File: src/hw/tim_cfg_pkg.sv
`default_nettype none

package tim_cfg_pkg;

    typedef logic [31:0] addr_t;
    typedef logic [31:0] data_t;
    typedef logic [15:0] count_t;
    typedef logic [15:0] ch_ctrl_t;
    typedef logic [3:0]  oc_mode_t;
    typedef logic [9:0]  dead_time_t;
    typedef logic [3:0]  break_time_t;
    typedef logic [3:0]  reg_idx_t;

    ////////////////////////////////////////////////////////////
    // Address map
    ////////////////////////////////////////////////////////////
    localparam addr_t BASE_ADDR    = 32'h4002_1000;

    localparam addr_t OFS_TOP_CTRL = 32'h00;
    localparam addr_t OFS_PE_CTRL  = 32'h04;
    localparam addr_t OFS_PE_CTRL1 = 32'h08;
    localparam addr_t OFS_PE_CTRL2 = 32'h0C;
    localparam addr_t OFS_CH1      = 32'h10;
    localparam addr_t OFS_CH2      = 32'h14;
    localparam addr_t OFS_CH3      = 32'h18;
    localparam addr_t OFS_BRK      = 32'h28;
    localparam addr_t OFS_INT_EN   = 32'h40;
    localparam addr_t OFS_INT_CLR  = 32'h44;
    localparam addr_t OFS_INT_STA  = 32'h48;

    localparam reg_idx_t IDX_TOP_CTRL = 4'd0;
    localparam reg_idx_t IDX_PE_CTRL  = 4'd1;
    localparam reg_idx_t IDX_PE_CTRL1 = 4'd2;
    localparam reg_idx_t IDX_PE_CTRL2 = 4'd3;
    localparam reg_idx_t IDX_CH1      = 4'd4;
    localparam reg_idx_t IDX_CH2      = 4'd5;
    localparam reg_idx_t IDX_CH3      = 4'd6;
    localparam reg_idx_t IDX_BRK      = 4'd7;
    localparam reg_idx_t IDX_INT_EN   = 4'd8;
    localparam reg_idx_t IDX_INT_CLR  = 4'd9;
    localparam reg_idx_t IDX_INT_STA  = 4'd10;

    localparam int NUM_CH = 3;

    ////////////////////////////////////////////////////////////
    // Field positions
    ////////////////////////////////////////////////////////////
    localparam int TOP_R1_CLR  = 9;
    localparam int TOP_R0_CLR  = 8;
    localparam int TOP_GEN_EN  = 2;
    localparam int TOP_HW_UPD  = 1;
    localparam int TOP_SW_UPD  = 0;

    localparam int CH_GO   = 14;
    localparam int CH_GON  = 13;
    localparam int CH_SS   = 12;
    localparam int CH_SSN  = 11;
    localparam int CH_MOE  = 10;
    localparam int CH_MOEN = 9;
    localparam int CH_DZE  = 8;
    localparam int CH_P    = 7;
    localparam int CH_NP   = 6;
    localparam int CH_E    = 5;
    localparam int CH_NE   = 4;

    // Flags plus the output-compare mode in bits 3..0, bit 15 reserved
    localparam ch_ctrl_t CH_CTRL_MASK = ch_ctrl_t'(
        (1 << CH_GO) | (1 << CH_GON) | (1 << CH_SS) | (1 << CH_SSN) |
        (1 << CH_MOE) | (1 << CH_MOEN) | (1 << CH_DZE) | (1 << CH_P) |
        (1 << CH_NP) | (1 << CH_E) | (1 << CH_NE)) | ch_ctrl_t'(oc_mode_t'('1));

    localparam int BRK_BT_LSB = 16;
    localparam int BRK_BK2P   = 13;
    localparam int BRK_BK2E   = 12;
    localparam int BRK_BK1P   = 11;
    localparam int BRK_BK1E   = 10;

    // Reset values
    localparam count_t     RST_PSC     = 16'h2;
    localparam count_t     RST_ARR     = 16'h32;
    localparam dead_time_t RST_DTG     = 10'h5;
    localparam ch_ctrl_t   RST_CH_CTRL = ch_ctrl_t'(1 << CH_DZE);

endpackage

`default_nettype wire

File: src/hw/cfg_bus_if.sv
`timescale 1ns/100ps
`default_nettype none

// Decoded APB access shared by the register banks and the read path
interface cfg_bus_if
    import tim_cfg_pkg::*;
();

    logic     wr_en;
    reg_idx_t idx;
    logic     idx_valid;
    data_t    wdata;

    modport decoder (
        output wr_en,
        output idx,
        output idx_valid,
        output wdata
    );

    modport bank (input wr_en, input idx, input wdata);

    modport reader (input idx, input idx_valid);

endinterface

`default_nettype wire

File: src/hw/apb_reg_decode.sv
`timescale 1ns/100ps
`default_nettype none

module apb_reg_decode
    import tim_cfg_pkg::*;
(
    input  logic       psel,
    input  logic       penable,
    input  logic       pwrite,
    input  addr_t      paddr,
    input  data_t      pwdata,
    cfg_bus_if.decoder cfg
);

    reg_idx_t idx;
    logic     idx_valid;

    // Full address compare, dropped channel offsets fall to default
    always_comb begin
        idx_valid = 1'b1;
        case (paddr)
            BASE_ADDR + OFS_TOP_CTRL: idx = IDX_TOP_CTRL;
            BASE_ADDR + OFS_PE_CTRL:  idx = IDX_PE_CTRL;
            BASE_ADDR + OFS_PE_CTRL1: idx = IDX_PE_CTRL1;
            BASE_ADDR + OFS_PE_CTRL2: idx = IDX_PE_CTRL2;
            BASE_ADDR + OFS_CH1:      idx = IDX_CH1;
            BASE_ADDR + OFS_CH2:      idx = IDX_CH2;
            BASE_ADDR + OFS_CH3:      idx = IDX_CH3;
            BASE_ADDR + OFS_BRK:      idx = IDX_BRK;
            BASE_ADDR + OFS_INT_EN:   idx = IDX_INT_EN;
            BASE_ADDR + OFS_INT_CLR:  idx = IDX_INT_CLR;
            BASE_ADDR + OFS_INT_STA:  idx = IDX_INT_STA;
            default: begin
                idx       = IDX_TOP_CTRL;
                idx_valid = 1'b0;
            end
        endcase
    end

    // Access phase write, status register is read only
    assign cfg.wr_en = psel && penable && pwrite && idx_valid
                       && (idx != IDX_INT_STA);

    assign cfg.idx       = idx;
    assign cfg.idx_valid = idx_valid;
    assign cfg.wdata     = pwdata;

endmodule

`default_nettype wire

File: src/hw/output_stage_regs.sv
`timescale 1ns/100ps
`default_nettype none

module output_stage_regs
    import tim_cfg_pkg::*;
(
    input  logic        clk,
    input  logic        rst_n,
    cfg_bus_if.bank     cfg,
    input  logic [1:0]  int_sta,
    output count_t      ch_compare [NUM_CH],
    output ch_ctrl_t    ch_ctrl [NUM_CH],
    output break_time_t bt,
    output logic        bk2p,
    output logic        bk2e,
    output logic        bk1p,
    output logic        bk1e,
    output dead_time_t  dtg,
    output logic [1:0]  int_en,
    output logic [1:0]  int_clr,
    output data_t       ch_img [NUM_CH],
    output data_t       brk_img,
    output data_t       int_en_img,
    output data_t       int_clr_img,
    output data_t       int_sta_img
);

    logic brk_wr;
    logic int_en_wr;
    logic int_clr_wr;

    assign brk_wr     = cfg.wr_en && (cfg.idx == IDX_BRK);
    assign int_en_wr  = cfg.wr_en && (cfg.idx == IDX_INT_EN);
    assign int_clr_wr = cfg.wr_en && (cfg.idx == IDX_INT_CLR);

    ////////////////////////////////////////////////////////////
    // Complementary output channels
    ////////////////////////////////////////////////////////////
    for (genvar i = 0; i < NUM_CH; i++) begin : g_ch
        logic ch_wr;

        // Channel registers sit on consecutive indices
        assign ch_wr = cfg.wr_en && (cfg.idx == reg_idx_t'(IDX_CH1 + i));

        always_ff @(posedge clk or negedge rst_n) begin
            if (!rst_n) begin
                ch_compare[i] <= '0;
                ch_ctrl[i]    <= RST_CH_CTRL;
            end else if (ch_wr) begin
                ch_compare[i] <= cfg.wdata[31:16];
                ch_ctrl[i]    <= cfg.wdata[15:0] & CH_CTRL_MASK;
            end
        end

        assign ch_img[i] = {ch_compare[i], ch_ctrl[i]};
    end

    ////////////////////////////////////////////////////////////
    // Break and dead time
    ////////////////////////////////////////////////////////////
    always_ff @(posedge clk or negedge rst_n) begin
        if (!rst_n) begin
            bt   <= '0;
            bk2p <= 1'b0;
            bk2e <= 1'b0;
            bk1p <= 1'b0;
            bk1e <= 1'b0;
            dtg  <= RST_DTG;
        end else if (brk_wr) begin
            bt   <= cfg.wdata[BRK_BT_LSB +: 4];
            bk2p <= cfg.wdata[BRK_BK2P];
            bk2e <= cfg.wdata[BRK_BK2E];
            bk1p <= cfg.wdata[BRK_BK1P];
            bk1e <= cfg.wdata[BRK_BK1E];
            dtg  <= cfg.wdata[9:0];
        end
    end

    // Interrupt enable and clear
    always_ff @(posedge clk or negedge rst_n) begin
        if (!rst_n) begin
            int_en <= 2'b00;
        end else if (int_en_wr) begin
            int_en <= cfg.wdata[1:0];
        end
    end

    always_ff @(posedge clk or negedge rst_n) begin
        if (!rst_n) begin
            int_clr <= 2'b00;
        end else if (int_clr_wr) begin
            int_clr <= cfg.wdata[1:0];
        end
    end

    assign brk_img     = {12'h0, bt, 2'b00, bk2p, bk2e, bk1p, bk1e, dtg};
    assign int_en_img  = {30'h0, int_en};
    assign int_clr_img = {30'h0, int_clr};
    // Status comes straight from the timer core
    assign int_sta_img = {30'h0, int_sta};

endmodule

`default_nettype wire

File: src/hw/read_mux.sv
`timescale 1ns/100ps
`default_nettype none

module read_mux
    import tim_cfg_pkg::*;
(
    cfg_bus_if.reader cfg,
    input  data_t     top_ctrl_img,
    input  data_t     pe_ctrl_img,
    input  data_t     pe_ctrl1_img,
    input  data_t     pe_ctrl2_img,
    input  data_t     ch_img [NUM_CH],
    input  data_t     brk_img,
    input  data_t     int_en_img,
    input  data_t     int_clr_img,
    input  data_t     int_sta_img,
    output data_t     prdata
);

    // Unmapped addresses read as zero
    always_comb begin
        prdata = '0;
        if (cfg.idx_valid) begin
            case (cfg.idx)
                IDX_TOP_CTRL: prdata = top_ctrl_img;
                IDX_PE_CTRL:  prdata = pe_ctrl_img;
                IDX_PE_CTRL1: prdata = pe_ctrl1_img;
                IDX_PE_CTRL2: prdata = pe_ctrl2_img;
                IDX_CH1:      prdata = ch_img[0];
                IDX_CH2:      prdata = ch_img[1];
                IDX_CH3:      prdata = ch_img[2];
                IDX_BRK:      prdata = brk_img;
                IDX_INT_EN:   prdata = int_en_img;
                IDX_INT_CLR:  prdata = int_clr_img;
                IDX_INT_STA:  prdata = int_sta_img;
                default:      prdata = '0;
            endcase
        end
    end

endmodule

`default_nettype wire

File: src/hw/tim_cfg_top.sv
`timescale 1ns/100ps
`default_nettype none

module tim_cfg_top
    import tim_cfg_pkg::*;
(
    input  logic        clk,
    input  logic        rst_n,
    input  logic        psel,
    input  logic        penable,
    input  logic        pwrite,
    input  addr_t       paddr,
    input  data_t       pwdata,
    output data_t       prdata,
    output logic        r1_logic_clr,
    output logic        r0_logic_clr,
    output logic        gen_enable,
    output logic        hw_update_en,
    output logic        sw_update,
    output logic        dir,
    output count_t      psc,
    output count_t      arr,
    output count_t      rcr,
    output logic [1:0]  cms,
    output count_t      ch_compare [NUM_CH],
    output ch_ctrl_t    ch_ctrl [NUM_CH],
    output break_time_t bt,
    output logic        bk2p,
    output logic        bk2e,
    output logic        bk1p,
    output logic        bk1e,
    output dead_time_t  dtg,
    output logic [1:0]  int_en,
    output logic [1:0]  int_clr,
    input  logic [1:0]  int_sta
);

    data_t top_ctrl_img;
    data_t pe_ctrl_img;
    data_t pe_ctrl1_img;
    data_t pe_ctrl2_img;
    data_t ch_img [NUM_CH];
    data_t brk_img;
    data_t int_en_img;
    data_t int_clr_img;
    data_t int_sta_img;

    cfg_bus_if cfg_bus ();

    apb_reg_decode apb_reg_decode_inst (
        .psel    (psel),
        .penable (penable),
        .pwrite  (pwrite),
        .paddr   (paddr),
        .pwdata  (pwdata),
        .cfg     (cfg_bus.decoder)
    );

    timebase_regs timebase_regs_inst (
        .clk          (clk),
        .rst_n        (rst_n),
        .cfg          (cfg_bus.bank),
        .r1_logic_clr (r1_logic_clr),
        .r0_logic_clr (r0_logic_clr),
        .gen_enable   (gen_enable),
        .hw_update_en (hw_update_en),
        .sw_update    (sw_update),
        .dir          (dir),
        .psc          (psc),
        .arr          (arr),
        .rcr          (rcr),
        .cms          (cms),
        .top_ctrl_img (top_ctrl_img),
        .pe_ctrl_img  (pe_ctrl_img),
        .pe_ctrl1_img (pe_ctrl1_img),
        .pe_ctrl2_img (pe_ctrl2_img)
    );

    output_stage_regs output_stage_regs_inst (
        .clk         (clk),
        .rst_n       (rst_n),
        .cfg         (cfg_bus.bank),
        .int_sta     (int_sta),
        .ch_compare  (ch_compare),
        .ch_ctrl     (ch_ctrl),
        .bt          (bt),
        .bk2p        (bk2p),
        .bk2e        (bk2e),
        .bk1p        (bk1p),
        .bk1e        (bk1e),
        .dtg         (dtg),
        .int_en      (int_en),
        .int_clr     (int_clr),
        .ch_img      (ch_img),
        .brk_img     (brk_img),
        .int_en_img  (int_en_img),
        .int_clr_img (int_clr_img),
        .int_sta_img (int_sta_img)
    );

    read_mux read_mux_inst (
        .cfg          (cfg_bus.reader),
        .top_ctrl_img (top_ctrl_img),
        .pe_ctrl_img  (pe_ctrl_img),
        .pe_ctrl1_img (pe_ctrl1_img),
        .pe_ctrl2_img (pe_ctrl2_img),
        .ch_img       (ch_img),
        .brk_img      (brk_img),
        .int_en_img   (int_en_img),
        .int_clr_img  (int_clr_img),
        .int_sta_img  (int_sta_img),
        .prdata       (prdata)
    );

endmodule

`default_nettype wire

File: src/hw/timebase_regs.sv
`timescale 1ns/100ps
`default_nettype none

module timebase_regs
    import tim_cfg_pkg::*;
(
    input  logic       clk,
    input  logic       rst_n,
    cfg_bus_if.bank    cfg,
    output logic       r1_logic_clr,
    output logic       r0_logic_clr,
    output logic       gen_enable,
    output logic       hw_update_en,
    output logic       sw_update,
    output logic       dir,
    output count_t     psc,
    output count_t     arr,
    output count_t     rcr,
    output logic [1:0] cms,
    output data_t      top_ctrl_img,
    output data_t      pe_ctrl_img,
    output data_t      pe_ctrl1_img,
    output data_t      pe_ctrl2_img
);

    logic top_wr;
    logic pe_wr;
    logic pe1_wr;
    logic pe2_wr;

    assign top_wr = cfg.wr_en && (cfg.idx == IDX_TOP_CTRL);
    assign pe_wr  = cfg.wr_en && (cfg.idx == IDX_PE_CTRL);
    assign pe1_wr = cfg.wr_en && (cfg.idx == IDX_PE_CTRL1);
    assign pe2_wr = cfg.wr_en && (cfg.idx == IDX_PE_CTRL2);

    always_ff @(posedge clk or negedge rst_n) begin
        if (!rst_n) begin
            r1_logic_clr <= 1'b0;
            r0_logic_clr <= 1'b0;
            gen_enable   <= 1'b0;
            hw_update_en <= 1'b0;
            sw_update    <= 1'b0;
        end else if (top_wr) begin
            r1_logic_clr <= cfg.wdata[TOP_R1_CLR];
            r0_logic_clr <= cfg.wdata[TOP_R0_CLR];
            gen_enable   <= cfg.wdata[TOP_GEN_EN];
            hw_update_en <= cfg.wdata[TOP_HW_UPD];
            sw_update    <= cfg.wdata[TOP_SW_UPD];
        end
    end

    // Prescaler and auto-reload share one word
    always_ff @(posedge clk or negedge rst_n) begin
        if (!rst_n) begin
            psc <= RST_PSC;
            arr <= RST_ARR;
        end else if (pe_wr) begin
            psc <= cfg.wdata[31:16];
            arr <= cfg.wdata[15:0];
        end
    end

    always_ff @(posedge clk or negedge rst_n) begin
        if (!rst_n) begin
            rcr <= '0;
        end else if (pe1_wr) begin
            rcr <= cfg.wdata[31:16];
        end
    end

    always_ff @(posedge clk or negedge rst_n) begin
        if (!rst_n) begin
            cms <= 2'b00;
            dir <= 1'b0;
        end else if (pe2_wr) begin
            cms <= cfg.wdata[2:1];
            dir <= cfg.wdata[0];
        end
    end

    ////////////////////////////////////////////////////////////
    // Read images
    ////////////////////////////////////////////////////////////
    assign top_ctrl_img = {22'h0, r1_logic_clr, r0_logic_clr, 5'h0,
                           gen_enable, hw_update_en, sw_update};
    assign pe_ctrl_img  = {psc, arr};
    assign pe_ctrl1_img = {rcr, 16'h0};
    assign pe_ctrl2_img = {29'h0, cms, dir};

endmodule

`default_nettype wire

File: config.mk
export PLATFORM = sky130hd
export DESIGN_NAME = tim_cfg_top
export DESIGN_NICKNAME = d
export VERILOG_FILES = /design/src/hw/tim_cfg_pkg.sv /design/src/hw/cfg_bus_if.sv /design/src/hw/apb_reg_decode.sv /design/src/hw/output_stage_regs.sv /design/src/hw/read_mux.sv /design/src/hw/tim_cfg_top.sv /design/src/hw/timebase_regs.sv
export SDC_FILE = /design/constraint.sdc
export NUM_CORES = 1
export LEC_CHECK = 0
export ABC_AREA = 0
export BUFFER_PORTS_ARGS = -buffer_cell sky130_fd_sc_hd__buf_2
export CAP_MARGIN = 0
export CORE_ASPECT_RATIO = 0.75
export CORE_MARGIN = 2
export CORE_UTILIZATION = 45
export CTS_BUF_LIST = sky130_fd_sc_hd__clkbuf_4
export DETAILED_ROUTE_END_ITERATION = 16
export PLACE_DENSITY_LB_ADDON = 0.05
export SYNTH_ARGS = -nofsm -noshare
export SYNTH_HDL_FRONTEND = slang
export SYNTH_SLANG_ARGS = --single-unit
File: constraint.sdc
create_clock -name clk -period 2.31 [get_ports clk]
set_input_delay 0.231 -clock clk [delete_from_list [all_inputs] [get_ports clk]]
set_output_delay 0.231 -clock clk [all_outputs]
set_load 0.01 [all_outputs]
# Word level (Yosys, flattened, before mapping)
# Cells that the tools add are included.
[word_totals]
inputBits = 71
register_bits = 171
wordCells = 66
[classes]
mux = 4
n_eq_ne = 22
n_reduce_logical = 16
[ops]
columns = ["operator", "count"]
rows = [
  ["$eq 32x31->1 const B", 11],
  ["$pmux 32 s11", 1],
  ["$pmux 4 s10", 1],
  ["$mux 32", 1],
  ["$eq 4x3->1 const B", 4],
  ["$logic_and 1x1->1", 14],
  ["$eq 4x4->1 const B", 3],
  ["$reduce_or 11->1", 1],
  ["$eq 4x2->1 const B", 2],
  ["$eq 4x1->1 const B", 1],
  ["$logic_not 4->1", 1],
  ["$ne 4x4->1 const B", 1],
  ["$mux 1", 1],
]

# Logic depth before layout (Yosys ltp)
# Gate-level depths: netlist (run 1).
[depth]
word_depth = 6
depth_mapped = 8
depth_no_buf = 5

# Cells and area by module
# Synthesis (run 1) repeated with hierarchy kept, for this count alone.
[hier_totals]
cells_unflattened = 1079
hier_area_um2 = 12067.8
[by_module_without_submodules]
columns = ["mod", "seq_area_each_um2", "area_each_um2", "cells_each", "instances"]
rows = [
  ["output_stage_regs", 2884.0, 6145.9, 480, 1],
  ["timebase_regs", 1406.3, 3161.8, 252, 1],
  ["read_mux", 0.0, 2215.9, 270, 1],
  ["apb_reg_decode", 0.0, 544.3, 77, 1],
]

# Least setup slack after synthesis (run 1)
# OpenSTA, ideal clock, no wires.
[synth_timing]
kind = "input -> register"
startpoint = "input port paddr[4]"
endpoint = "register timebase_regs_inst.rcr[10]"
cell_stages = 7
required_time_ps = 2183
t_arrival_ps = 2067
setup_slack_ps = 116
setup_time_ps = 127
path_cell_list = "buf_6 > or4_4 > nor4_4 > and3_1 > buf_4 > buf_8 > mux2_1"
[synth_via]
elab_chain_len = 6
elab_cells_between_ends = 19
classes_between = "13 x eq/ne; 2 x mux; 4 x reduce/logical"
[synth_rtl]
columns = ["item", "line_no", "source"]
rows = [
  ["start, declared", "tim_cfg_top.sv:12", "input addr_t paddr,"],
  ["parallel branches: the longest is 5 deep, another holds $eq 32x31->1", "n/a", ""],
  ["$logic_and 1x1->1 (*)", "timebase_regs.sv:33", "assign pe1_wr = cfg.wr_en && (cfg.idx == IDX_PE_CTRL1);"],
  ["end signal, assigned", "timebase_regs.sv:67", "rcr <= cfg.wdata[31:16];"],
  ["end, declared", "timebase_regs.sv:18", "output count_t rcr,"],
]
# Every way passes the cells marked *.
# A chain may end at the register's enable or synchronous reset.

# Worst setup path in the final report (run 1)
[layout_timing]
startpoint = "register timebase_regs_inst.arr[0]"
endpoint = "output port prdata[0]"
[layout_via]
elab_chain_len = 2
[layout_rtl]
columns = ["item", "line_no", "source"]
rows = [
  ["start, declared", "timebase_regs.sv:17", "output count_t arr,"],
  ["start signal, assigned", "timebase_regs.sv:59", "arr <= cfg.wdata[15:0];"],
  ["$pmux 32 s11", "read_mux.sv:24", "case (cfg.idx)"],
  ["$mux 32", "read_mux.sv:23", "if (cfg.idx_valid) begin"],
  ["end, declared", "tim_cfg_top.sv:14", "output data_t prdata,"],
]
# No other way between the ends.

==> run summary, run 1 <==
The post-route cell area came out at 0.0107 mm². Clock skew on the completed layout was measured at 0 ns. The initial antenna violation count came out at 0. The buffer levels on the longest clock path is 2.

The final RePlAce weighted congestion is 0.832. The post-synthesis cell type count came out at 50. The largest single stage delay on the critical path is 0.41 ns.

The number of vias in the routed layout is 6652. The die covers 0.0187 mm². The synthesis-to-layout area growth is 35.3%. The total wirelength of the detailed-routed design came out at 25100 µm.

The flow ran to the end, but the final reports show violations. The total grt overflow came out at 0. The overall die height came out at 119 µm. The critical path goes through mux2_4 > a22o_1 > a32o_1 > a211oi_2 > o22ai_1 > buf_2. The global-route wire length before repair is 38200 µm. The via count normalized by instance count came out at 5.66. The final number of max-transition violations is 0. The effective utilization at floorplan came out at 46.5%. The top-level port count is 277.

The reg-to-reg endpoint is timebase_regs_inst.arr[0]$_DFFE_PN0P_. For this design the static power due to leakage is 5.73 nW. The worst-case register-to-register setup slack came out at 1.32 ns. Dividing the synthesized area by the synthesized cell count gives 13.5 µm². The count of antenna-violating nets left after detailed routing came out at 0.

The placeable core region is 0.0170 mm². The worst min-delay path category is input port to async pin. The overall track demand over capacity in global routing is 26.9%.

The count of nets after finishing came out at 997. The prevailing post-synth register cell is sky130_fd_sc_hd__dfrtp_1. Counting every instance in the synthesized netlist gives 588. IR analysis of the VDD net gives a maximum drop of 0.000293 V. The number of global-route vias before repair is 6573. The part of the cycle the worst path needs is 101%. The area share of the largest cell type after synthesis came out at 51.2%. The average routed wire per standard cell came out at 21.4 µm. The worst setup path is captured at an output pin. The final hold violation count is 0.

The clock buffer count from CTS is 17. The number of enable flip-flop cells after synthesis came out at 0. The data arrival time of the critical path is 2.09 ns. The first detailed-routing pass took 5 iterations.

At the pin with the least slew margin, the transition time is 0.634 ns. The startpoint identified for the worst register-to-register timing path is timebase_regs_inst.arr[0]$_DFFE_PN0P_. Counting cells, the worst reg-to-reg path comes to 3. The highest attainable clock frequency is 430 MHz. The die boundary width is 157 µm. The normalized max-slew margin is 57.7%.

The number of cell rows came out at 41. The power density relative to cell area came out at 463 mW/mm². Counting I/O delays and the setup requirement, the final critical path takes 2.32 ns. CTS placed an instance of sky130_fd_sc_hd__clkbuf_4 at the clock tree root. The clock reaches the later pin of the worst-skew pair after 0.56 ns. After clock tree synthesis, the clock-pin slew on the worst setup and hold paths is 0.15 ns. The area of placed instances came out at 0.00991 mm². The worst-path maximum fanout is 2. The violation count after the first detailed-route iteration is 492. The flop and latch count out of synthesis came out at 171.

The number of levels in the clock H-tree came out at 4. The number of buffers added on ports is 273. During synthesis, Yosys emitted a total of 0 warnings.

The largest area contributor in the netlist is sky130_fd_sc_hd__dfrtp_1. Setup repair after global routing could not meet its margin everywhere. Once detailed placement completed, the half-perimeter wirelength came to 17500 µm. The tool flagged a number of max-cap violations equal to 0. The checks that failed: setup timing. Setup violations remaining at the end of the flow were counted as 1.

The fraction of layout instances using a drive strength above 1 is 58.8%. By startpoint and endpoint, the worst setup path is classified as register to output pin. For the worst setup path, the data required time is 2.08 ns.

The share of synthesized flip-flops with an asynchronous set or reset came out at 100%. The worst setup path is launched from a register. The number of sinks driven by the clock tree came out at 171. Entering global routing, the biggest net connects 68 pins.

For this run, the register share of the synthesized area comes to 54.2%. TritonCTS built the clock tree. The setup slack of the critical path after layout is -0.0149 ns. Yosys attributes the largest share of cell area to sky130_fd_sc_hd__dfrtp_1, sky130_fd_sc_hd__mux2_2, sky130_fd_sc_hd__dfstp_2, sky130_fd_sc_hd__mux2_1, sky130_fd_sc_hd__a222oi_1.

The overall power consumption came out at 0.00495 W. The combined area of all synthesized cells came out at 0.00791 mm². The number of DRC violations after detailed routing is 0. Among all stages on the critical path, the largest delay is contributed by sky130_fd_sc_hd__dfrtp_1.

The repair_antennas step left the layout with diodes totalling 0.
[Yosys cell counts (2+ instances only)]
| library cell | count |
|---|---|
| sky130_fd_sc_hd__a222oi_1 | 21 |
| sky130_fd_sc_hd__and4_1 | 3 |
| sky130_fd_sc_hd__mux2i_1 | 16 |
| sky130_fd_sc_hd__nand2_1 | 7 |
| sky130_fd_sc_hd__o221ai_1 | 4 |
| sky130_fd_sc_hd__o22ai_1 | 12 |
| sky130_fd_sc_hd__nor4b_1 | 6 |
| sky130_fd_sc_hd__and3_1 | 8 |
| sky130_fd_sc_hd__or3_1 | 2 |
| sky130_fd_sc_hd__o2bb2ai_1 | 4 |
| sky130_fd_sc_hd__a22oi_1 | 7 |
| sky130_fd_sc_hd__mux2_2 | 152 |
| sky130_fd_sc_hd__buf_8 | 2 |
| sky130_fd_sc_hd__nor2_1 | 6 |
| sky130_fd_sc_hd__dfrtp_1 | 162 |
| sky130_fd_sc_hd__nand4_1 | 2 |
| sky130_fd_sc_hd__mux2_1 | 21 |
| sky130_fd_sc_hd__nor4_1 | 7 |
| sky130_fd_sc_hd__nand3_1 | 34 |
| sky130_fd_sc_hd__clkbuf_1 | 20 |
| sky130_fd_sc_hd__and2_1 | 3 |
| sky130_fd_sc_hd__buf_1 | 5 |
| sky130_fd_sc_hd__dfstp_2 | 9 |
| sky130_fd_sc_hd__a22o_1 | 6 |
| sky130_fd_sc_hd__nor3_1 | 4 |
| sky130_fd_sc_hd__a21oi_1 | 5 |
| sky130_fd_sc_hd__o21ai_0 | 3 |
| sky130_fd_sc_hd__o211ai_1 | 12 |
| sky130_fd_sc_hd__a221oi_1 | 5 |
| sky130_fd_sc_hd__buf_4 | 5 |
| sky130_fd_sc_hd__buf_2 | 16 |
[worst max-delay path: cells and delay by family, from the launching register on]
family                 cells  cell delay, ns
flip-flops                 1            0.41
AO/OA/AOI/OAI              4            0.70
buffers and inverters      1            0.15
multiplexers               1            0.27
[through the flow]
stage / hold WS, ns / setup TNS (ns) / setup WS, ns / utilization (%) / instances
2_1_floorplan: -0.0646 / 0 / 0.116 / - / 590
3_3_place_gp: 0.273 / -9.65 / -0.125 / 58.2 / 1100
3_5_place_dp: 0.284 / -7.56 / -0.123 / 58.2 / 1100
4_1_cts: 0.00200 / -0.0935 / -0.0633 / 61.8 / 1166
5_1_grt: 0.196 / -0.287 / -0.147 / 62.9 / 1175
6_report: 0.205 / -0.0149 / -0.0149 / 62.9 / 1175
[routing by layer]
layer / wire length (µm) / up-vias / share of wire, % / global-route usage (%)
met4: 347 / 0 / 1.4 / 7.05
met2: 11900 / 290 / 48 / 41.9
li1: - / 2947 / - / -
met1: 10900 / 3386 / 43 / 37.7
met5: 0 / - / 0 / 0
met3: 1910 / 29 / 7.6 / 6.88
[state kept, by name (all words and copies together), names as in the netlist, 2 cells and up]
name / flops
timebase_regs_inst.cms: 2
output_stage_regs_inst.int_clr: 2
output_stage_regs_inst.int_en: 2
timebase_regs_inst.psc: 16
timebase_regs_inst.rcr: 16
output_stage_regs_inst.bt: 4
timebase_regs_inst.arr: 16
output_stage_regs_inst.dtg: 10
output_stage_regs_inst.ch_compare: 48
output_stage_regs_inst.ch_ctrl: 45
[repair_timing]
action	4_1_cts	5_1_grt
setup endpoints to repair	27	31
gates cloned	0	1
pin swaps	2	9
buffers inserted	3	6
hold buffers	31	2
resized for setup	7	22
endpoints found under the hold margin	213	7
[cell families after synthesis]
logic type,share of synthesized area (%)
adder cells (fa/ha/maj),0.127
XOR/XNOR,0.111
buffers and inverters,3.24
flip-flops,54.2
other,0.0474
multiplexers,26.6
AO/OA/AOI/OAI,8.78
AND/OR/NAND/NOR,6.83
[cells in the final DEF, fill, tap and decap left out, drive strengths merged, types with 6 or more instances in the layout]
cell type    instances
nor4b                6
dlygate4sd3         33
dfrtp              162
a22o                 6
nand2                7
mux2               173
a22oi                7
nor4                 8
inv                  8
mux2i               16
and3                 8
nand3               34
clkbuf              19
o211ai              12
dfstp                9
a222oi              21
buf                332
o22ai               12
nor2                 6
[worst max-delay path by stage]
stage,end,start,cells past startpoint,slack (ns)
after CTS,prdata[0],timebase_regs_inst.arr[0]$_DFFE_PN0P_,6,-0.06
after global routing,prdata[1],output_stage_regs_inst.int_clr[1]$_DFFE_PN0P_,6,-0.15
after detailed placement,prdata[21],paddr[27],9,-0.12
after global placement,output_stage_regs_inst.ch_compare[42]$_DFFE_PN0P_,paddr[27],9,-0.12
final,prdata[0],timebase_regs_inst.arr[0]$_DFFE_PN0P_,6,-0.01
after floorplan,timebase_regs_inst.rcr[10]$_DFFE_PN0P_,paddr[4],7,0.12
[power by group]
group	switching, W	internal [W]	leakage, nW	total (W)
combinational	0.000184	0.000129	3.24	0.000313
sequential	0.00000000000628	0.00300	2.36	0.00300
clock	0.00116	0.000482	0.137	0.00165
[cell type report]
cell class	instances	area, µm²
Multi-Input combinational cell	369	3510
Fill cell	1396	6320
Clock inverter	14	131
Timing Repair Buffer	366	2350
Clock buffer	18	135
Inverter	1	3.75
Tap cell	236	295
Sequential cell	171	4290
No activity file was read; power rests on OpenSTA's default activity.
==> inputs of run 2 (changes only) <==
--- a/config.mk
+++ b/config.mk
@@ -13,6 +13,7 @@
 export CORE_UTILIZATION = 45
 export CTS_BUF_LIST = sky130_fd_sc_hd__clkbuf_4
 export DETAILED_ROUTE_END_ITERATION = 16
+export MAX_ROUTING_LAYER = met4
 export PLACE_DENSITY_LB_ADDON = 0.05
 export SYNTH_ARGS = -nofsm -noshare
 export SYNTH_HDL_FRONTEND = slang
==> run 2 against run 1 <==
Via count is 0.15% lower; worst setup slack better by 0.012 ns; non-clock buffer count is 1 lower; total power hardly changed; core utilization about the same; sequential share of layout area about the same; hold slack improved by 0.014 ns; the flow still finishes with violations (setup timing); combinational power about the same; register-to-register slack is essentially flat.
==> run summary, run 2 (synthesis gave the netlist of run 1 again) <==
The area of placed instances is 0.00991 mm² (unchanged). The total wirelength of the detailed-routed design came out at 24900 µm (-0.88%). The setup slack of the critical path after layout is -0.00319 ns (+0.0117 ns). The final number of setup-violating endpoints is 1 (unchanged). The average routed wire per standard cell was 21.2 µm (-0.79%). In the layout the commonest cells are sky130_fd_sc_hd__buf_2, sky130_fd_sc_hd__dfrtp_1, sky130_fd_sc_hd__mux2_2. The number of global-route vias before repair came out at 6562 (-0.17%). The number of buffers added on ports is 273 (unchanged). The endpoint identified for the worst register-to-register timing path is timebase_regs_inst.arr[0]$_DFFE_PN0P_. The path class of the tightest hold or removal check is input port to async pin. The buffer levels on the longest clock path is 2 (unchanged). The via count normalized by instance count came to 5.66 (about the same). The worst-path maximum fanout is 2 (unchanged).

The highest attainable clock frequency was 432 MHz (+0.51%). The total grt overflow came out at 0 (unchanged). The number of max-cap violations is 0 (unchanged).

The maximum number of pins on one net before global-route repair is 68 (unchanged). The power density relative to cell area came out at 463 mW/mm² (about the same). The final number of max-transition violations is 0 (unchanged). The post-route cell area came out at 0.0107 mm² (about the same). The synthesis-to-layout area growth came to 35.2% (about the same). The register with the most flip-flops is output_stage_regs_inst.ch_compare. The final hold violation count came out at 0 (unchanged).

The initial antenna violation count was 0 (unchanged). The pre-CTS setup slack came out at -0.123 ns (unchanged). The violation count after the first detailed-route iteration is 482 (-2.0%). The number of flip-flops in the largest register is 48 (unchanged).

The final antenna diode count is 0 (unchanged). The clock skew after layout came out at 0 ns (unchanged). The die boundary width came out at 157 µm (unchanged). The met1 usage is 38.2% (+0.53 points). The clock transition at the registers of the reported paths came out at 0.15 ns (about the same). The maximum ir drop on the vdd rail is 0.000296 V (+0.98%). The checks that failed: setup timing. The fraction of layout instances using a drive strength above 1 came out at 59.0% (+0.17 points). The number of vias in the routed layout is 6642 (-0.15%).

The number of levels in the clock H-tree came out at 4 (unchanged). The detailed placer's ending HPWL came out at 17500 µm (unchanged). Leaving out fill and tap cells, the most frequent cell in the layout is sky130_fd_sc_hd__buf_2.

The overall die height came to 119 µm (unchanged). The part of the cycle the worst path needs is 100% (-0.51 points). The final RePlAce weighted congestion is 0.844 (+1.5%). The clock latency on the worst-skew pair was 0.56 ns (about the same).

The number of DRC violations after detailed routing came out at 0 (unchanged). The placeable core region is 0.0170 mm² (unchanged). The clock tree from TritonCTS is yes. The clock buffer count from CTS is 17 (unchanged). The floorplan die area is 0.0187 mm² (unchanged).

The element type at the critical path start is a register. The count of antenna-violating nets left after detailed routing is 0 (unchanged). Clock tree synthesis selected as its root buffer the cell sky130_fd_sc_hd__clkbuf_4. The largest registers in the layout are output_stage_regs_inst.ch_compare x48, output_stage_regs_inst.ch_ctrl x45. The number of cell rows is 41 (unchanged). The effective utilization at floorplan was 46.5% (unchanged).

The met3 track demand over resource is 6.66% (-0.22 points). The required time at the endpoint of the critical path is 2.08 ns (about the same). The shortest clock period the worst path allows after layout is 2.31 ns (-0.0117 ns).

The detailed-routing iteration count for the pre-antenna-repair pass came to 5 (unchanged). The overall track demand over capacity in global routing is 27.8% (+0.86 points). The endpoint kind of the worst setup timing path is an output pin. The data arrival time of the critical path was 2.08 ns (about the same). The top-level port count came out at 277 (unchanged). The global-route wire length before repair was 38200 µm (about the same). The flow ran to the end, but the final reports show violations. The global routing stage identified its most utilized layer as met2. The slew of the pin with the lowest slew margin is 0.639 ns (+0.00464 ns).

The kind of critical path is register to output pin. The number of sinks driven by the clock tree was 171 (unchanged). In this run the critical register-to-register path is launched from timebase_regs_inst.arr[0]$_DFFE_PN0P_. The leakage power figure came to 5.73 nW (about the same). The count of nets after finishing was 996 (-0.10%).

Setup repair after global routing could not meet its margin everywhere. The worst-case register-to-register setup slack is 1.32 ns (about the same). The count of cells along the worst register-to-register path was 3 (unchanged). The normalized max-slew margin is 57.4% (-0.31 points). The met2 track demand over resource was 41.8% (-0.082 points).
[run 2: stage by stage]
stage          total power (W)   TNS, ns  util, %  instances  hold WS (ns)
2_1_floorplan          0.00311         0        -        590       -0.0646
3_3_place_gp           0.00330     -9.65     58.2       1100         0.273
3_5_place_dp           0.00331     -7.56     58.2       1100         0.284
4_1_cts                0.00499   -0.0935     61.8       1166       0.00200
5_1_grt                0.00519    -0.295     62.8       1174         0.187
6_report               0.00495  -0.00319     62.8       1174         0.219
[run 2: power by group]
part / switching, W / leakage [nW] / internal [W]
sequential: 0.00000000000625 / 2.36 / 0.00300
combinational: 0.000185 / 3.23 / 0.000129
clock: 0.00116 / 0.137 / 0.000482
total: 0.00134 / 5.73 / 0.00361
[run 2: critical path, stage by stage, from the launching register on]
cell and delay [ns]:
sky130_fd_sc_hd__dfrtp_1 0.40, sky130_fd_sc_hd__mux2_4 0.27, sky130_fd_sc_hd__a22o_1 0.21, sky130_fd_sc_hd__a32o_1 0.21, sky130_fd_sc_hd__a211oi_2 0.17, sky130_fd_sc_hd__o22ai_1 0.11, sky130_fd_sc_hd__buf_2 0.15
[run 2: layout make-up]
cell class                      instances  area [µm²]
Multi-Input combinational cell        369        3520
Timing Repair Buffer                  365        2330
Fill cell                            1399        6330
Clock inverter                         14         131
Inverter                                1        3.75
Tap cell                              236         295
Sequential cell                       171        4290
Clock buffer                           18         135
[run 2: what timing repair did]
item                                    4_1_cts  5_1_grt
pin swaps                                     2        8
buffers inserted                              3        6
endpoints found under the hold margin       213       13
resized for setup                             7       19
hold buffers                                 31        2
endpoints found under the setup margin       27       31
[run 2: how the worst max path moves through the flow]
stage / start / end / slack, ns / depth (start not counted)
floorplan: paddr[4] / timebase_regs_inst.rcr[10]$_DFFE_PN0P_ / 0.12 / 7
finish: timebase_regs_inst.arr[0]$_DFFE_PN0P_ / prdata[0] / -0.003 / 6
global route: output_stage_regs_inst.int_clr[1]$_DFFE_PN0P_ / prdata[1] / -0.16 / 6
detailed placement: paddr[27] / prdata[21] / -0.12 / 9
global placement: paddr[27] / output_stage_regs_inst.ch_compare[42]$_DFFE_PN0P_ / -0.12 / 9
CTS: timebase_regs_inst.arr[0]$_DFFE_PN0P_ / prdata[0] / -0.06 / 6
[run 2: per-layer routing]
| layer | vias up | share of wire, % |
|---|---|---|
| li1 | 2948 | - |
| met1 | 3380 | 44 |
| met2 | 284 | 48 |
| met3 | 30 | 7.4 |
| met4 | 0 | 1.5 |
| met5 | - | 0 |
==> inputs of run 3 (changes only) <==
--- a/config.mk
+++ b/config.mk
@@ -8,9 +8,11 @@
 export ABC_AREA = 0
 export BUFFER_PORTS_ARGS = -buffer_cell sky130_fd_sc_hd__buf_2
 export CAP_MARGIN = 0
+export CELL_PAD_IN_SITES_DETAIL_PLACEMENT = 0
+export CELL_PAD_IN_SITES_GLOBAL_PLACEMENT = 1
 export CORE_ASPECT_RATIO = 0.75
 export CORE_MARGIN = 2
-export CORE_UTILIZATION = 45
+export CORE_UTILIZATION = 41
 export CTS_BUF_LIST = sky130_fd_sc_hd__clkbuf_4
 export DETAILED_ROUTE_END_ITERATION = 16
 export MAX_ROUTING_LAYER = met4
==> run 3 against run 2 <==
Highest routed layer unchanged; worst setup slack worse by 0.010 ns; via count about the same; largest cell class unchanged; sequential share of layout area down 0.23 points; clock-buffer cell count up 1; fmax down 0.44%; the run still ends with setup timing left; final cell count up 1.3%; sequential cell count unchanged; sequential power about the same; clock power up 7%; combinational power down 1%.
==> run summary, run 3 (synthesis gave the netlist of run 1 again) <==
The flow ran to the end, but the final reports show violations. The checks that failed: setup timing. The kind of critical path is input port to output pin. The final-layout setup total negative slack is -0.0135 ns (-0.0103 ns). The endpoint kind of the worst setup timing path is an output pin. The clock skew after layout is 0 ns (unchanged). The net switching fraction of the power came out at 24.9% (-2.2 points). The pre-CTS setup slack is -0.122 ns (+0.000676 ns). The maximum number of pins on one net before global-route repair came out at 71 (+4.4%).

CTS placed an instance of sky130_fd_sc_hd__clkbuf_4 at the clock tree root. The number of global-route vias before repair is 6697 (+2.1%). The data arrival time of the critical path came to 2.09 ns (about the same). The worst register-to-register path begins at output_stage_regs_inst.int_clr[1]$_DFFE_PN0P_. The count of antenna-violating nets left after detailed routing came out at 0 (unchanged).

The final number of max-transition violations is 0 (unchanged). The met3 track demand over resource came out at 5.39% (-1.3 points). The number of buffers added on ports came out at 273 (unchanged). The number of cells in the design after placement came out at 1116 (+1.5%). The overall die height was 124 µm (+4.6%). The placeable core region came out at 0.0187 mm² (+9.9%). The number of levels in the clock H-tree came to 4 (unchanged).

The met2 track demand over resource came out at 39.9% (-1.9 points). The number of standard cells in the final layout excluding fillers is 1189 (+1.3%). The relative contribution of sequential cells to total power came to 59.2% (-1.3 points). The maximum ir drop on the vdd rail came out at 0.000293 V (-1.0%). The violation count after the first detailed-route iteration is 491 (+1.9%). The largest registers in the layout are output_stage_regs_inst.ch_compare x48, output_stage_regs_inst.ch_ctrl x45.

The number of vias in the routed layout came out at 6647 (+0.075%). The buffer levels on the longest clock path came to 2 (unchanged). The final RePlAce weighted congestion came out at 0.863 (+2.3%).

The met1 usage is 34.5% (-3.7 points). The area occupied by multi-input gates came out at 0.00349 mm² (-0.89%). The global-route wire length before repair came out at 38900 µm (+1.8%). The number of max-cap violations came to 0 (unchanged). The worst min-delay path category is input port to register. The top-level port count was 277 (unchanged). Tracing the worst setup path back leads to its startpoint at paddr[4]. The number of sinks driven by the clock tree is 171 (unchanged). The fraction of layout instances using a drive strength above 1 is 58.9% (-0.082 points). The slew of the pin with the lowest slew margin is 0.689 ns (+0.0504 ns). The startpoint of the lowest-slack hold path is pwdata[0]. The total wirelength of the detailed-routed design came out at 25700 µm (+3.3%). The normalized max-slew margin is 54.1% (-3.4 points). The worst setup path is launched from an input port. The via count normalized by instance count is 5.59 (-1.2%).

The leakage power figure is 5.76 nW (+0.61%). The setup slack of the critical path after layout came out at -0.0135 ns (-0.0103 ns). The effective utilization at floorplan came out at 42.3% (-4.2 points). The number of cell rows is 43 (+4.9%). The detailed placer's ending HPWL is 18000 µm (+2.7%). The highest attainable clock frequency is 430 MHz (-0.44%). The power density relative to cell area is 470 mW/mm² (+1.7%). The total net switching power came out at 0.00126 W (-6.0%). The combinational power share is 6.1% (-0.2 points).

The clock buffer count from CTS is 17 (unchanged). The final hold violation count is 0 (unchanged). The clock latency on the worst-skew pair came out at 0.55 ns (about the same). The overall track demand over capacity in global routing is 25.7% (-2.1 points). The register with the most flip-flops is output_stage_regs_inst.ch_compare. The detailed-routing iteration count for the pre-antenna-repair pass came out at 6 (+1). The library cells used most frequently in the layout, excluding fill and tap cells, are sky130_fd_sc_hd__buf_2, sky130_fd_sc_hd__dfrtp_1, sky130_fd_sc_hd__mux2_2. The number of DRC violations after detailed routing came out at 0 (unchanged). The shortest clock period the worst path allows after layout is 2.32 ns (+0.0103 ns). The final number of setup-violating endpoints was 1 (unchanged). The floorplan die area is 0.0204 mm² (+9.5%).

The clock share of power is 34.7% (+1.5 points). The internal power is 0.00380 W (+5.3%). The total grt overflow came out at 0 (unchanged). Compared with the post-synthesis result, the final layout area differs by 36.0%. The number of filler cells placed in the layout came out at 1616 (+16%). The worst hold-check slack came out at 0.0687 ns (-0.150 ns).

The count of nets after finishing came to 999 (+0.30%). The part of the cycle the worst path needs was 101% (+0.45 points). Setup repair after global routing could not meet its margin everywhere.

The die boundary width is 164 µm (+4.6%). The clock transition at the registers of the reported paths is 0.14 ns (about the same). The worst-path maximum fanout is 7 (+5).

The storage element area is 0.00429 mm² (unchanged). The initial antenna violation count came to 1 (+1). TritonCTS built the clock tree. The busiest metal layer after global routing is met2. Leaving out fill and tap cells, the most frequent cell in the layout is sky130_fd_sc_hd__buf_2. The required time at the endpoint of the critical path came to 2.08 ns (about the same). The average routed wire per standard cell is 21.6 µm (+2.0%).

The number of flip-flops in the largest register came to 48 (unchanged).
[run 3: cell count changes in the layout (fill, tap and decap cells not counted), sizes merged]
cell / before / now
bufinv: 0 / 2
dlygate4sd3: 33 / 32
inv: 8 / 4
clkinv: 4 / 6
clkinvlp: 3 / 2
buf: 331 / 336
diode: 0 / 1
[run 3: what timing repair did]
item	in CTS	in global routing
gates cloned	0	1
hold buffers	32	0
buffers inserted	3	4
pin swaps	4	4
endpoints found under the setup margin	27	31
endpoints found under the hold margin	221	0
gates resized for setup	8	19
[run 3: cell type report]
type,count,area share (%)
flip-flops and latches,171,39.9
multi-input cells,369,32.4
repair buffers,368,22.2
well taps,247,2.87
clock inverters,13,1.34
clock buffers,19,1.33
inverters,1,0.0349
diodes,1,0.0232
[run 3: metal layers]
metal  share of wire (%)  vias to the layer above
met2                  48                      284
li1                    -                     2950
met1                  43                     3378
met3                 7.2                       35
met5                   0                        -
met4                 1.7                        0
[run 3: power by group through the flow]
stage	clock network (W)	logic, W	registers, W
finish	0.00176	0.000310	0.00299
global route	0.00195	0.000345	0.00300
CTS	0.00182	0.000304	0.00300
detailed placement	0	0.000261	0.00305
global placement	0	0.000252	0.00305
floorplan	0	0.0000618	0.00305
[run 3: stage by stage]
stage	total power, W	util, %	instance area, µm²
6_report	0.00506	57.5	10800
5_1_grt	0.00529	57.5	10800
4_1_cts	0.00512	56.9	10600
3_5_place_dp	0.00331	53.3	9980
3_3_place_gp	0.00330	53.3	9980
2_1_floorplan	0.00311	-	7920
[run 3: worst max-delay path: stages]
cell and delay, ns:
sky130_fd_sc_hd__buf_2 0.14, sky130_fd_sc_hd__or4_4 0.60, sky130_fd_sc_hd__nor4b_1 0.40, sky130_fd_sc_hd__buf_4 0.20
sky130_fd_sc_hd__and2_1 0.12, sky130_fd_sc_hd__a221oi_1 0.06, sky130_fd_sc_hd__a31oi_1 0.17, sky130_fd_sc_hd__buf_2 0.16
[run 3: worst paths after layout]
kind / endpoint / slack, ns / cells past startpoint
max: prdata[2] / -0.01 / 8
min: timebase_regs_inst.arr[0]$_DFFE_PN0P_ / 0.07 / 2
max reg2reg: output_stage_regs_inst.int_clr[1]$_DFFE_PN0P_ / 1.42 / 2
min reg2reg: output_stage_regs_inst.dtg[8]$_DFFE_PN0P_ / 0.52 / 1
max in group asynchronous: output_stage_regs_inst.dtg[2]$_DFFE_PN1P_ / 1.26 / 3
min in group asynchronous: output_stage_regs_inst.ch_compare[35]$_DFFE_PN0P_ / 0.23 / 2
